## src/verilog/seq_config.svh

```systemverilog
`ifndef SEQ_CONFIG_SVH
`define SEQ_CONFIG_SVH

// Build-time constants shared by the sequencer blocks

`define RESET_VECTOR 32'h0000_1000   // First fetch address

`define INSTR_STEP 32'd4              // Fixed 32-bit instruction size

`define DIV_CYCLES 32                 // One quotient bit per cycle

`endif

```

## src/verilog/isa_pkg.sv

```systemverilog
`default_nettype none

package isa_pkg;

  localparam logic [6:0] OPC_OP    = 7'b0110011;  // Register-register ALU and M ext
  localparam logic [6:0] OPC_LOAD  = 7'b0000011;
  localparam logic [6:0] OPC_STORE = 7'b0100011;

  typedef struct packed {
    logic [6:0] funct7;   // Also upper store immediate
    logic [4:0] rs2;
    logic [4:0] rs1;
    logic [2:0] funct3;
    logic [4:0] rd;       // Also lower store immediate
    logic [6:0] opcode;
  } r_fields_t;

  typedef struct packed {
    logic [11:0] imm;     // Load offset
    logic [4:0]  rs1;
    logic [2:0]  funct3;
    logic [4:0]  rd;
    logic [6:0]  opcode;
  } i_fields_t;

  // One fetched word, seen as R or I format
  typedef union packed {
    r_fields_t r;
    i_fields_t i;
  } instr_u;

  typedef enum logic [5:0] {
    OP_ADD = 6'd0,  OP_SUB = 6'd1,  OP_SLL = 6'd2,   OP_SLT = 6'd3,
    OP_SLTU = 6'd4, OP_XOR = 6'd5,  OP_SRL = 6'd6,   OP_SRA = 6'd7,
    OP_OR = 6'd8,   OP_AND = 6'd9,  OP_MUL = 6'd10,  OP_MULH = 6'd11,
    OP_MULHSU = 6'd12, OP_MULHU = 6'd13,
    OP_DIV = 6'd14, OP_DIVU = 6'd15, OP_REM = 6'd16, OP_REMU = 6'd17,
    OP_LB = 6'd27,  OP_LH = 6'd28,  OP_LW = 6'd29,   OP_LBU = 6'd30,
    OP_LHU = 6'd31, OP_SB = 6'd32,  OP_SH = 6'd33,   OP_SW = 6'd34,
    OP_OTHER = 6'd63                                   // Anything not handled here
  } op_e;

  typedef enum logic [1:0] {
    CLS_PLAIN  = 2'd0,    // Done in one execute cycle
    CLS_DIVREM = 2'd1,    // Waits for divider
    CLS_MEM    = 2'd2     // Waits for bus dv
  } op_class_e;

  typedef enum logic [1:0] {
    SZ_BYTE = 2'd0,
    SZ_HALF = 2'd1,
    SZ_WORD = 2'd2
  } access_size_e;

endpackage

`default_nettype wire

```

## src/verilog/core_pkg.sv

```systemverilog
`default_nettype none

package core_pkg;

  typedef enum logic [1:0] {
    ST_FETCH   = 2'd0,
    ST_EXECUTE = 2'd1,
    ST_MINT    = 2'd2,    // Machine interrupt service
    ST_SINT    = 2'd3     // Supervisor interrupt service
  } ctrl_state_e;

  // Held stable until the memory answers with dv
  typedef struct packed {
    logic                  valid;
    logic                  write;
    isa_pkg::access_size_e size;
    logic [31:0]           addr;
    logic [31:0]           wdata;
  } bus_req_t;

  typedef struct packed {
    logic taken;          // One-cycle pulse on entry
    logic machine;        // Last cause, held
    logic supervisor;
  } trap_cause_t;

endpackage

`default_nettype wire

```

## src/verilog/mem_port.sv

```systemverilog
`default_nettype none

`include "seq_config.svh"

module mem_port (
  input  wire logic                  i_clk,
  input  wire logic                  i_reset,
  input  wire logic                  i_start_fetch,
  input  wire logic                  i_start_mem,
  input  wire logic                  i_load_pc,
  input  wire logic [31:0]           i_imm,
  input  wire isa_pkg::access_size_e i_size,
  input  wire logic                  i_is_store,
  input  wire logic [31:0]           i_rs1_value,
  input  wire logic [31:0]           i_rs2_value,
  input  wire logic                  i_bus_dv,
  input  wire logic [31:0]           i_bus_rdata,
  output core_pkg::bus_req_t         o_bus_req,
  output isa_pkg::instr_u            o_instr,
  output logic [31:0]                o_load_data,
  output logic                       o_load_valid,
  output logic [31:0]                o_pc
);
  import isa_pkg::*;
  import core_pkg::*;

  bus_req_t    r_req;
  logic        r_fetching;       // Outstanding request is a fetch
  logic        r_boot;           // First fetch after reset
  instr_u      r_instr;
  logic [31:0] r_pc;
  logic        w_dv;

  assign w_dv = r_req.valid & i_bus_dv;    // Answer to our request

  always_ff @(posedge i_clk) begin
    if (i_reset) begin
      r_pc <= `RESET_VECTOR;
    end else if (i_load_pc) begin
      r_pc <= r_pc + `INSTR_STEP;          // Step once per completed instr
    end
  end

  always_ff @(posedge i_clk) begin
    if (i_reset) begin
      r_req.valid <= 1'b0;
      r_fetching  <= 1'b0;
      r_boot      <= 1'b1;
    end else begin
      if (w_dv) begin
        r_req.valid <= 1'b0;               // Drop one cycle after dv
      end
      if (r_boot | i_start_fetch) begin
        r_boot     <= 1'b0;
        r_fetching <= 1'b1;
        r_req      <= '{valid: 1'b1, write: 1'b0, size: SZ_WORD, addr: r_pc, wdata: '0};
      end else if (i_start_mem) begin
        r_fetching  <= 1'b0;
        r_req.valid <= 1'b1;
        r_req.write <= i_is_store;
        r_req.size  <= i_size;
        r_req.addr  <= i_rs1_value + i_imm;   // Base plus offset
        r_req.wdata <= i_rs2_value;           // Ignored on loads
      end
    end
  end

  always_ff @(posedge i_clk) begin
    if (w_dv & r_fetching) begin
      r_instr <= i_bus_rdata;
    end
  end

  // Bypass on fetch dv so the decoder sees the new word in that cycle
  assign o_instr      = (w_dv & r_fetching) ? instr_u'(i_bus_rdata) : r_instr;
  assign o_load_data  = i_bus_rdata;
  assign o_load_valid = w_dv & ~r_fetching & ~r_req.write;
  assign o_bus_req    = r_req;
  assign o_pc         = r_pc;

  a_req_stable: assert property (@(posedge i_clk) disable iff (i_reset)
    r_req.valid && !i_bus_dv |=> $stable(r_req));

endmodule

`default_nettype wire

```

## src/verilog/instr_decoder.sv

```systemverilog
`default_nettype none

module instr_decoder (
  input  wire isa_pkg::instr_u       i_instr,
  output isa_pkg::op_e               o_op,
  output isa_pkg::op_class_e         o_class,
  output logic [31:0]                o_imm,
  output isa_pkg::access_size_e      o_size,
  output logic                       o_is_store
);
  import isa_pkg::*;

  logic w_alt;                          // SUB/SRA variant

  assign w_alt = i_instr.r.funct7 == 7'b0100000;

  always_comb begin
    o_op = OP_OTHER;
    case (i_instr.r.opcode)
      OPC_OP: begin
        if (i_instr.r.funct7 == 7'b0000001) begin
          o_op = op_e'(6'd10 + {3'b000, i_instr.r.funct3});   // MUL..REMU in funct3 order
        end else begin
          case (i_instr.r.funct3)
            3'b000:  o_op = w_alt ? OP_SUB : OP_ADD;
            3'b001:  o_op = OP_SLL;
            3'b010:  o_op = OP_SLT;
            3'b011:  o_op = OP_SLTU;
            3'b100:  o_op = OP_XOR;
            3'b101:  o_op = w_alt ? OP_SRA : OP_SRL;
            3'b110:  o_op = OP_OR;
            default: o_op = OP_AND;
          endcase
        end
      end
      OPC_LOAD: begin
        case (i_instr.i.funct3)
          3'b000:  o_op = OP_LB;
          3'b001:  o_op = OP_LH;
          3'b010:  o_op = OP_LW;
          3'b100:  o_op = OP_LBU;
          3'b101:  o_op = OP_LHU;
          default: o_op = OP_OTHER;       // Reserved widths
        endcase
      end
      OPC_STORE: begin
        case (i_instr.r.funct3)
          3'b000:  o_op = OP_SB;
          3'b001:  o_op = OP_SH;
          3'b010:  o_op = OP_SW;
          default: o_op = OP_OTHER;
        endcase
      end
      default: o_op = OP_OTHER;
    endcase
  end

  always_comb begin
    if (o_op >= OP_DIV && o_op <= OP_REMU) begin
      o_class = CLS_DIVREM;
    end else if (o_op >= OP_LB && o_op <= OP_SW) begin
      o_class = CLS_MEM;
    end else begin
      o_class = CLS_PLAIN;
    end
    case (o_op)
      OP_LB, OP_LBU, OP_SB: o_size = SZ_BYTE;
      OP_LH, OP_LHU, OP_SH: o_size = SZ_HALF;
      default:              o_size = SZ_WORD;
    endcase
  end

  assign o_is_store = (o_op >= OP_SB) && (o_op <= OP_SW);
  // S format splits the offset over funct7 and rd
  assign o_imm = o_is_store
               ? {{20{i_instr.r.funct7[6]}}, i_instr.r.funct7, i_instr.r.rd}
               : {{20{i_instr.i.imm[11]}}, i_instr.i.imm};

endmodule

`default_nettype wire

```

## src/verilog/control_unit.sv

```systemverilog
`default_nettype none

module control_unit (
  input  wire logic                  i_clk,
  input  wire logic                  i_reset,
  input  wire isa_pkg::op_class_e    i_class,
  input  wire logic                  i_bus_dv,
  input  wire logic                  i_div_done,
  input  wire logic                  i_m_pending,
  input  wire logic                  i_s_pending,
  input  wire logic                  i_irq_done,
  output core_pkg::ctrl_state_e      o_state,
  output logic                       o_load_pc,
  output logic                       o_start_fetch,
  output logic                       o_start_mem,
  output logic                       o_start_div,
  output logic                       o_enter_m,
  output logic                       o_enter_s
);
  import isa_pkg::*;
  import core_pkg::*;

  ctrl_state_e r_state;
  logic        r_start_fetch;
  logic        r_start_mem;
  logic        r_start_div;
  logic        w_execute;
  logic        w_complete;        // Current instruction finishes this cycle

  assign w_execute = r_state == ST_EXECUTE;

  always_comb begin
    case (i_class)
      CLS_MEM:    w_complete = w_execute & i_bus_dv;     // Data access answered
      CLS_DIVREM: w_complete = w_execute & i_div_done;
      default:    w_complete = w_execute;                // First execute cycle
    endcase
  end

  always_ff @(posedge i_clk) begin
    if (i_reset) begin
      r_state       <= ST_FETCH;
      r_start_fetch <= 1'b0;
      r_start_mem   <= 1'b0;
      r_start_div   <= 1'b0;
    end else begin
      r_start_fetch <= 1'b0;               // Pulses by default
      r_start_mem   <= 1'b0;
      r_start_div   <= 1'b0;
      case (r_state)
        ST_FETCH: begin
          if (i_bus_dv) begin
            r_state     <= ST_EXECUTE;
            r_start_mem <= i_class == CLS_MEM;      // Class of the word just fetched
            r_start_div <= i_class == CLS_DIVREM;
          end
        end
        ST_EXECUTE: begin
          if (w_complete) begin
            if (i_m_pending) begin
              r_state <= ST_MINT;          // Machine wins
            end else if (i_s_pending) begin
              r_state <= ST_SINT;
            end else begin
              r_state       <= ST_FETCH;
              r_start_fetch <= 1'b1;
            end
          end
        end
        default: begin                     // MINT or SINT
          if (i_irq_done) begin
            r_state       <= ST_FETCH;     // PC already stepped at completion
            r_start_fetch <= 1'b1;
          end
        end
      endcase
    end
  end

  assign o_state       = r_state;
  assign o_load_pc     = w_complete;
  assign o_start_fetch = r_start_fetch;
  assign o_start_mem   = r_start_mem;
  assign o_start_div   = r_start_div;
  assign o_enter_m     = w_complete & i_m_pending;
  assign o_enter_s     = w_complete & ~i_m_pending & i_s_pending;

  // Divider completion only while a divide waits in execute
  a_done_in_execute: assert property (@(posedge i_clk) disable iff (i_reset)
    i_div_done |-> r_state == ST_EXECUTE && i_class == CLS_DIVREM);

endmodule

`default_nettype wire

```

## src/verilog/div_rem_unit.sv

```systemverilog
`default_nettype none

`include "seq_config.svh"

module div_rem_unit (
  input  wire logic                  i_clk,
  input  wire logic                  i_reset,
  input  wire logic                  i_start,
  input  wire isa_pkg::op_e          i_op,
  input  wire logic [31:0]           i_dividend,
  input  wire logic [31:0]           i_divisor,
  output logic                       o_done,
  output logic [31:0]                o_result,
  output logic                       o_busy
);
  import isa_pkg::*;

  localparam int CNT_W = $clog2(`DIV_CYCLES + 1);

  logic             w_signed;
  logic             w_a_neg;
  logic             w_b_neg;
  logic [31:0]      w_abs_a;
  logic [31:0]      w_abs_b;
  logic [32:0]      w_shift;       // Partial remainder with next dividend bit
  logic [32:0]      w_diff;
  logic [CNT_W-1:0] r_count;       // Steps left
  logic             r_done;
  logic [31:0]      r_quot;        // Dividend shifts out, quotient shifts in
  logic [31:0]      r_rem;
  logic [31:0]      r_divisor;
  logic             r_q_neg;
  logic             r_r_neg;
  logic             r_want_rem;

  assign w_signed = (i_op == OP_DIV) | (i_op == OP_REM);
  assign w_a_neg  = w_signed & i_dividend[31];
  assign w_b_neg  = w_signed & i_divisor[31];
  assign w_abs_a  = w_a_neg ? -i_dividend : i_dividend;   // -2^31 stays 0x8000_0000
  assign w_abs_b  = w_b_neg ? -i_divisor : i_divisor;
  assign w_shift  = {r_rem, r_quot[31]};
  assign w_diff   = w_shift - {1'b0, r_divisor};

  always_ff @(posedge i_clk) begin
    if (i_reset) begin
      r_count <= '0;
      r_done  <= 1'b0;
    end else begin
      r_done <= 1'b0;
      if (i_start) begin
        r_count    <= CNT_W'(`DIV_CYCLES);
        r_quot     <= w_abs_a;
        r_rem      <= '0;
        r_divisor  <= w_abs_b;
        r_q_neg    <= (w_a_neg ^ w_b_neg) & (i_divisor != '0);   // x/0 stays all ones
        r_r_neg    <= w_a_neg;                                   // Remainder takes dividend sign
        r_want_rem <= (i_op == OP_REM) | (i_op == OP_REMU);
      end else if (o_busy) begin
        r_count <= r_count - 1'b1;
        r_done  <= r_count == CNT_W'(1);
        if (!w_diff[32]) begin
          r_rem  <= w_diff[31:0];                  // Divisor fits
          r_quot <= {r_quot[30:0], 1'b1};
        end else begin
          r_rem  <= w_shift[31:0];                 // Restore
          r_quot <= {r_quot[30:0], 1'b0};
        end
      end
    end
  end

  assign o_busy   = r_count != '0;
  assign o_done   = r_done;
  assign o_result = r_want_rem ? (r_r_neg ? -r_rem : r_rem)
                               : (r_q_neg ? -r_quot : r_quot);

  a_no_restart: assert property (@(posedge i_clk) disable iff (i_reset)
    i_start |-> !o_busy);

endmodule

`default_nettype wire

```

## src/verilog/trap_unit.sv

```systemverilog
`default_nettype none

module trap_unit (
  input  wire logic                  i_clk,
  input  wire logic                  i_reset,
  input  wire logic                  i_m_irq,
  input  wire logic                  i_s_irq,
  input  wire logic                  i_enter_m,
  input  wire logic                  i_enter_s,
  output logic                       o_m_pending,
  output logic                       o_s_pending,
  output core_pkg::trap_cause_t      o_cause
);
  import core_pkg::*;

  logic        r_m_pend;
  logic        r_s_pend;
  trap_cause_t r_cause;

  always_ff @(posedge i_clk) begin
    if (i_reset) begin
      r_m_pend <= 1'b0;
      r_s_pend <= 1'b0;
      r_cause  <= '0;
    end else begin
      r_m_pend      <= i_m_irq | (r_m_pend & ~i_enter_m);   // New strobe beats clear
      r_s_pend      <= i_s_irq | (r_s_pend & ~i_enter_s);
      r_cause.taken <= i_enter_m | i_enter_s;
      if (i_enter_m | i_enter_s) begin
        r_cause.machine    <= i_enter_m;       // Hold until next entry
        r_cause.supervisor <= i_enter_s;
      end
    end
  end

  assign o_m_pending = r_m_pend;
  assign o_s_pending = r_s_pend;
  assign o_cause     = r_cause;

  a_one_entry: assert property (@(posedge i_clk) disable iff (i_reset)
    !(i_enter_m && i_enter_s));

endmodule

`default_nettype wire

```

## src/verilog/rv_sequencer.sv

```systemverilog
`default_nettype none

module rv_sequencer (
  input  wire logic                  i_clk,
  input  wire logic                  i_reset,
  input  wire logic [31:0]           i_rs1_value,
  input  wire logic [31:0]           i_rs2_value,
  input  wire logic                  i_m_irq,
  input  wire logic                  i_s_irq,
  input  wire logic                  i_irq_done,
  input  wire logic                  i_bus_dv,
  input  wire logic [31:0]           i_bus_rdata,
  output core_pkg::bus_req_t         o_bus_req,
  output logic [31:0]                o_load_data,
  output logic                       o_load_valid,
  output logic [31:0]                o_div_result,
  output logic                       o_div_valid,
  output core_pkg::trap_cause_t      o_trap_cause,
  output core_pkg::ctrl_state_e      o_state,
  output logic [31:0]                o_pc
);
  import isa_pkg::*;

  instr_u       w_instr;
  op_e          w_op;
  op_class_e    w_class;
  logic [31:0]  w_imm;
  access_size_e w_size;
  logic         w_is_store;
  logic         w_load_pc;
  logic         w_start_fetch;
  logic         w_start_mem;
  logic         w_start_div;
  logic         w_m_pending;
  logic         w_s_pending;
  logic         w_enter_m;
  logic         w_enter_s;

  mem_port u_mem_port (
    .i_clk(i_clk), .i_reset(i_reset),
    .i_start_fetch(w_start_fetch), .i_start_mem(w_start_mem), .i_load_pc(w_load_pc),
    .i_imm(w_imm), .i_size(w_size), .i_is_store(w_is_store),
    .i_rs1_value(i_rs1_value), .i_rs2_value(i_rs2_value),
    .i_bus_dv(i_bus_dv), .i_bus_rdata(i_bus_rdata), .o_bus_req(o_bus_req),
    .o_instr(w_instr), .o_load_data(o_load_data), .o_load_valid(o_load_valid),
    .o_pc(o_pc)
  );

  instr_decoder u_instr_decoder (
    .i_instr(w_instr), .o_op(w_op), .o_class(w_class),
    .o_imm(w_imm), .o_size(w_size), .o_is_store(w_is_store)
  );

  control_unit u_control_unit (
    .i_clk(i_clk), .i_reset(i_reset), .i_class(w_class),
    .i_bus_dv(i_bus_dv), .i_div_done(o_div_valid),
    .i_m_pending(w_m_pending), .i_s_pending(w_s_pending), .i_irq_done(i_irq_done),
    .o_state(o_state), .o_load_pc(w_load_pc), .o_start_fetch(w_start_fetch),
    .o_start_mem(w_start_mem), .o_start_div(w_start_div),
    .o_enter_m(w_enter_m), .o_enter_s(w_enter_s)
  );

  div_rem_unit u_div_rem_unit (
    .i_clk(i_clk), .i_reset(i_reset), .i_start(w_start_div), .i_op(w_op),
    .i_dividend(i_rs1_value), .i_divisor(i_rs2_value),
    .o_done(o_div_valid), .o_result(o_div_result), .o_busy()
  );

  trap_unit u_trap_unit (
    .i_clk(i_clk), .i_reset(i_reset), .i_m_irq(i_m_irq), .i_s_irq(i_s_irq),
    .i_enter_m(w_enter_m), .i_enter_s(w_enter_s),
    .o_m_pending(w_m_pending), .o_s_pending(w_s_pending), .o_cause(o_trap_cause)
  );

endmodule

`default_nettype wire

```

## config.mk

```make
export PLATFORM = sky130hd
export DESIGN_NAME = rv_sequencer
export DESIGN_NICKNAME = d
export VERILOG_FILES = /design/src/verilog/isa_pkg.sv /design/src/verilog/core_pkg.sv /design/src/verilog/mem_port.sv /design/src/verilog/instr_decoder.sv /design/src/verilog/control_unit.sv /design/src/verilog/div_rem_unit.sv /design/src/verilog/trap_unit.sv /design/src/verilog/rv_sequencer.sv
export VERILOG_INCLUDE_DIRS = /design/src /design/src/verilog
export SDC_FILE = /design/constraint.sdc
export NUM_CORES = 1
export LEC_CHECK = 0
export ABC_AREA = 1
export BUFFER_PORTS_ARGS = -buffer_cell sky130_fd_sc_hd__buf_2
export CAP_MARGIN = 30
export CORE_MARGIN = 2
export CORE_UTILIZATION = 25
export DETAILED_ROUTE_END_ITERATION = 12
export GPL_ROUTABILITY_DRIVEN = 0
export GPL_TIMING_DRIVEN = 1
export SETUP_SLACK_MARGIN = 0.15
export SYNTH_ARGS = -nofsm -noshare
export SYNTH_HDL_FRONTEND = slang
export SYNTH_HIERARCHICAL = 1
export SYNTH_SLANG_ARGS = --single-unit
```

## constraint.sdc

```tcl
create_clock -name i_clk -period 4.58 [get_ports i_clk]
set_clock_uncertainty 0.1 [all_clocks]
set_input_delay 0.229 -clock i_clk [delete_from_list [all_inputs] [get_ports i_clk]]
set_output_delay 0.229 -clock i_clk [all_outputs]
set_load 0.02 [all_outputs]
```

==> impl_metrics.toml <==
[final_layout]
drive_gt1_share_pct = 14.02
synthToLayoutAreaGrowth_pct = 18.49
layout.nets = 3537
final_util_pct = 29.82
mostFrequentLayoutCells = "nand2_1, inv_1, nor2_1"
final_cells = 4445
fill_cells = 8923
final_common_cell = "nand2_1"

[placed_design]
port_buffers = 260
placed_cells = 4322
dp_hpwl_um = 56080

[clock_tree]
clock_sinks = 243
cts_tree = "built"
cts_buffer_depth = 3
cts_root_buf = "clkbuf_16"
clkLatencyLatePin_ns = 0.57
h-tree-depth = 1
clk_pin_slew_worst_paths_ns = 0.06
cts_buffers = 29

[worst_setup_path]
crit_fanout = 14
path_class = "reg2reg"
crit_path_end_kind = "flip-flop"
crit_required_ns = 4.94
cp.arrival_ns = 4.42
start_kind = "flip-flop"

[global_routing]
grt_first_pass_wirelength_um = 105900
grt_pass1_vias = 18830
grt_overflow = 0
grtUsageTotal_pct = 16.33
grt_max_degree = 66
antenna_found_initial = 2

[floorplan]
initial_core_util_pct = 25.17
die_x_um = 288.1
num_rows = 104
chipHeight_um = 288.1
dieArea_mm2 = 0.08298
ioPinCount = 273
fp.coreArea_mm2 = 0.08016

[sta]
min_period_over_period_pct = 88.61
finalMaxSlewViolations = 0
relSlewSlack_pct = 41.76
finalHoldViolations = 0
finalHoldWorstSlack_ns = 0.03219
tns_ns = 0
rsz0062_at_grt = "no"
finalSetupViolCount = 0
fmax_mhz = 246.4
period_minus_slack_ns = 4.059
tightest_slew_ns = 0.8737

[route]
routed_wl_um = 69990
drc = 0
vias_per_cell = 4.571
dr.first_iter.drc_count = 1698
vias = 20320
first_pass_iters = 5
wl_per_cell_um = 15.74
ant_nets = 0

[pwr]
power_density_mw_per_mm2 = 467.7
ir_worst_vdd_uv = 301.4
leakagePower_uw = 0.01182

[synthesis]
yosys_warnings = 6
syn-instance-count = 3098
synth_area_mm2 = 0.02017
avgSynthCellArea_um2 = 6.512

[worst_hold_path]
hold_path_class = "in2reg"

[run_status]
status = "complete, no violations"

[flow_run]
cap_violations = 0
-- final timing paths --
kind | slack [ns] | start | cells after the start | end
min | 0.03 | i_rs2_value[28] | 3 | u_div_rem_unit/r_divisor[28]$_DFFE_PP_
max reg2reg | 0.52 | u_mem_port/o_bus_req[67]$_SDFFE_PP0P_ | 27 | u_mem_port/o_pc[29]$_SDFFE_PP0P_
max | 0.52 | u_mem_port/o_bus_req[67]$_SDFFE_PP0P_ | 27 | u_mem_port/o_pc[29]$_SDFFE_PP0P_
min reg2reg | 0.36 | u_trap_unit/o_cause[1]$_SDFFE_PP0P_ | 2 | u_trap_unit/o_cause[1]$_SDFFE_PP0P_
-- sequential cells by signal, indices dropped and copies added, names as in the netlist, 2 cells and up --
signal	flops
u_control_unit/o_state	2
u_div_rem_unit/r_count	6
u_div_rem_unit/r_divisor	32
u_div_rem_unit/r_quot	32
u_div_rem_unit/r_rem	32
u_mem_port/o_bus_req	68
u_mem_port/o_pc	30
u_mem_port/r_instr	27
u_trap_unit/o_cause	3
-- worst max-delay path, cell delays in order, from the launching register on --
cell and delay (ns):
dfxtp_1 0.38, nand3_2 0.17, buf_12 0.19, mux2_2 0.29, nor2_1 0.13, nand2_2 0.12
nor2_4 0.23, nand2_1 0.13, nor2_4 0.14, inv_2 0.04, nand2_2 0.10, nand4_1 0.10
nand2_1 0.11, inv_1 0.05, ha_1 0.26, a21oi_1 0.05, nand2_1 0.11, nand2_1 0.12
inv_2 0.12, nand2_2 0.09, nor2_4 0.16, nand2_4 0.09, nor2_8 0.16, nand4_4 0.11
nor2_4 0.15, nand3_1 0.08, nand2_1 0.07, nor2_1 0.05
-- per-stage QoR --
step / worst slack (ns) / area, um^2 / power [uW]
after floorplan: 0.5189 / 20180 / 7513
after global placement: 0.3945 / 22290 / 8911
after detailed placement: 0.3551 / 22310 / 8963
after CTS: 0.3626 / 23840 / 11220
after global routing: 0.1811 / 23900 / 12130
final: 0.5214 / 23900 / 11180
-- report_power, final --
part | leakage (uW) | switching, uW | internal, uW | total [uW]
Sequential | 0.00222 | 501 | 2970 | 3470
Combinational | 0.00916 | 3750 | 1800 | 5550
Clock | 0.000442 | 950 | 1210 | 2160
-- routing by layer --
metal,vias up,share of wire [%],track usage (%)
li1,10290,-,-
met1,9313,46,22.56
met2,636,44,26.18
met3,79,7.7,3.257
met4,2,2.0,3.601
met5,-,0.019,0
-- final cells by class --
| cell class | count | area, um^2 | share of cell area [%] |
|---|---|---|---|
| Clock inverter | 22 | 142.6 | 0.5967 |
| Antenna cell | 3 | 7.507 | 0.03141 |
| Clock buffer | 31 | 733.2 | 3.067 |
| Sequential cell | 243 | 6528 | 27.31 |
| Inverter | 503 | 1888 | 7.899 |
| Tap cell | 1060 | 1326 | 5.549 |
| Multi-Input combinational cell | 2234 | 11090 | 46.40 |
| Timing Repair Buffer | 349 | 2187 | 9.150 |
-- repair_timing --
item                       CTS  global route
hold buffers                65             0
buffers inserted             0             1
hold endpoints to repair    89             0
setup endpoints to repair    0            18
gates resized for setup      0             7
(Power assumes the default switching activity.)
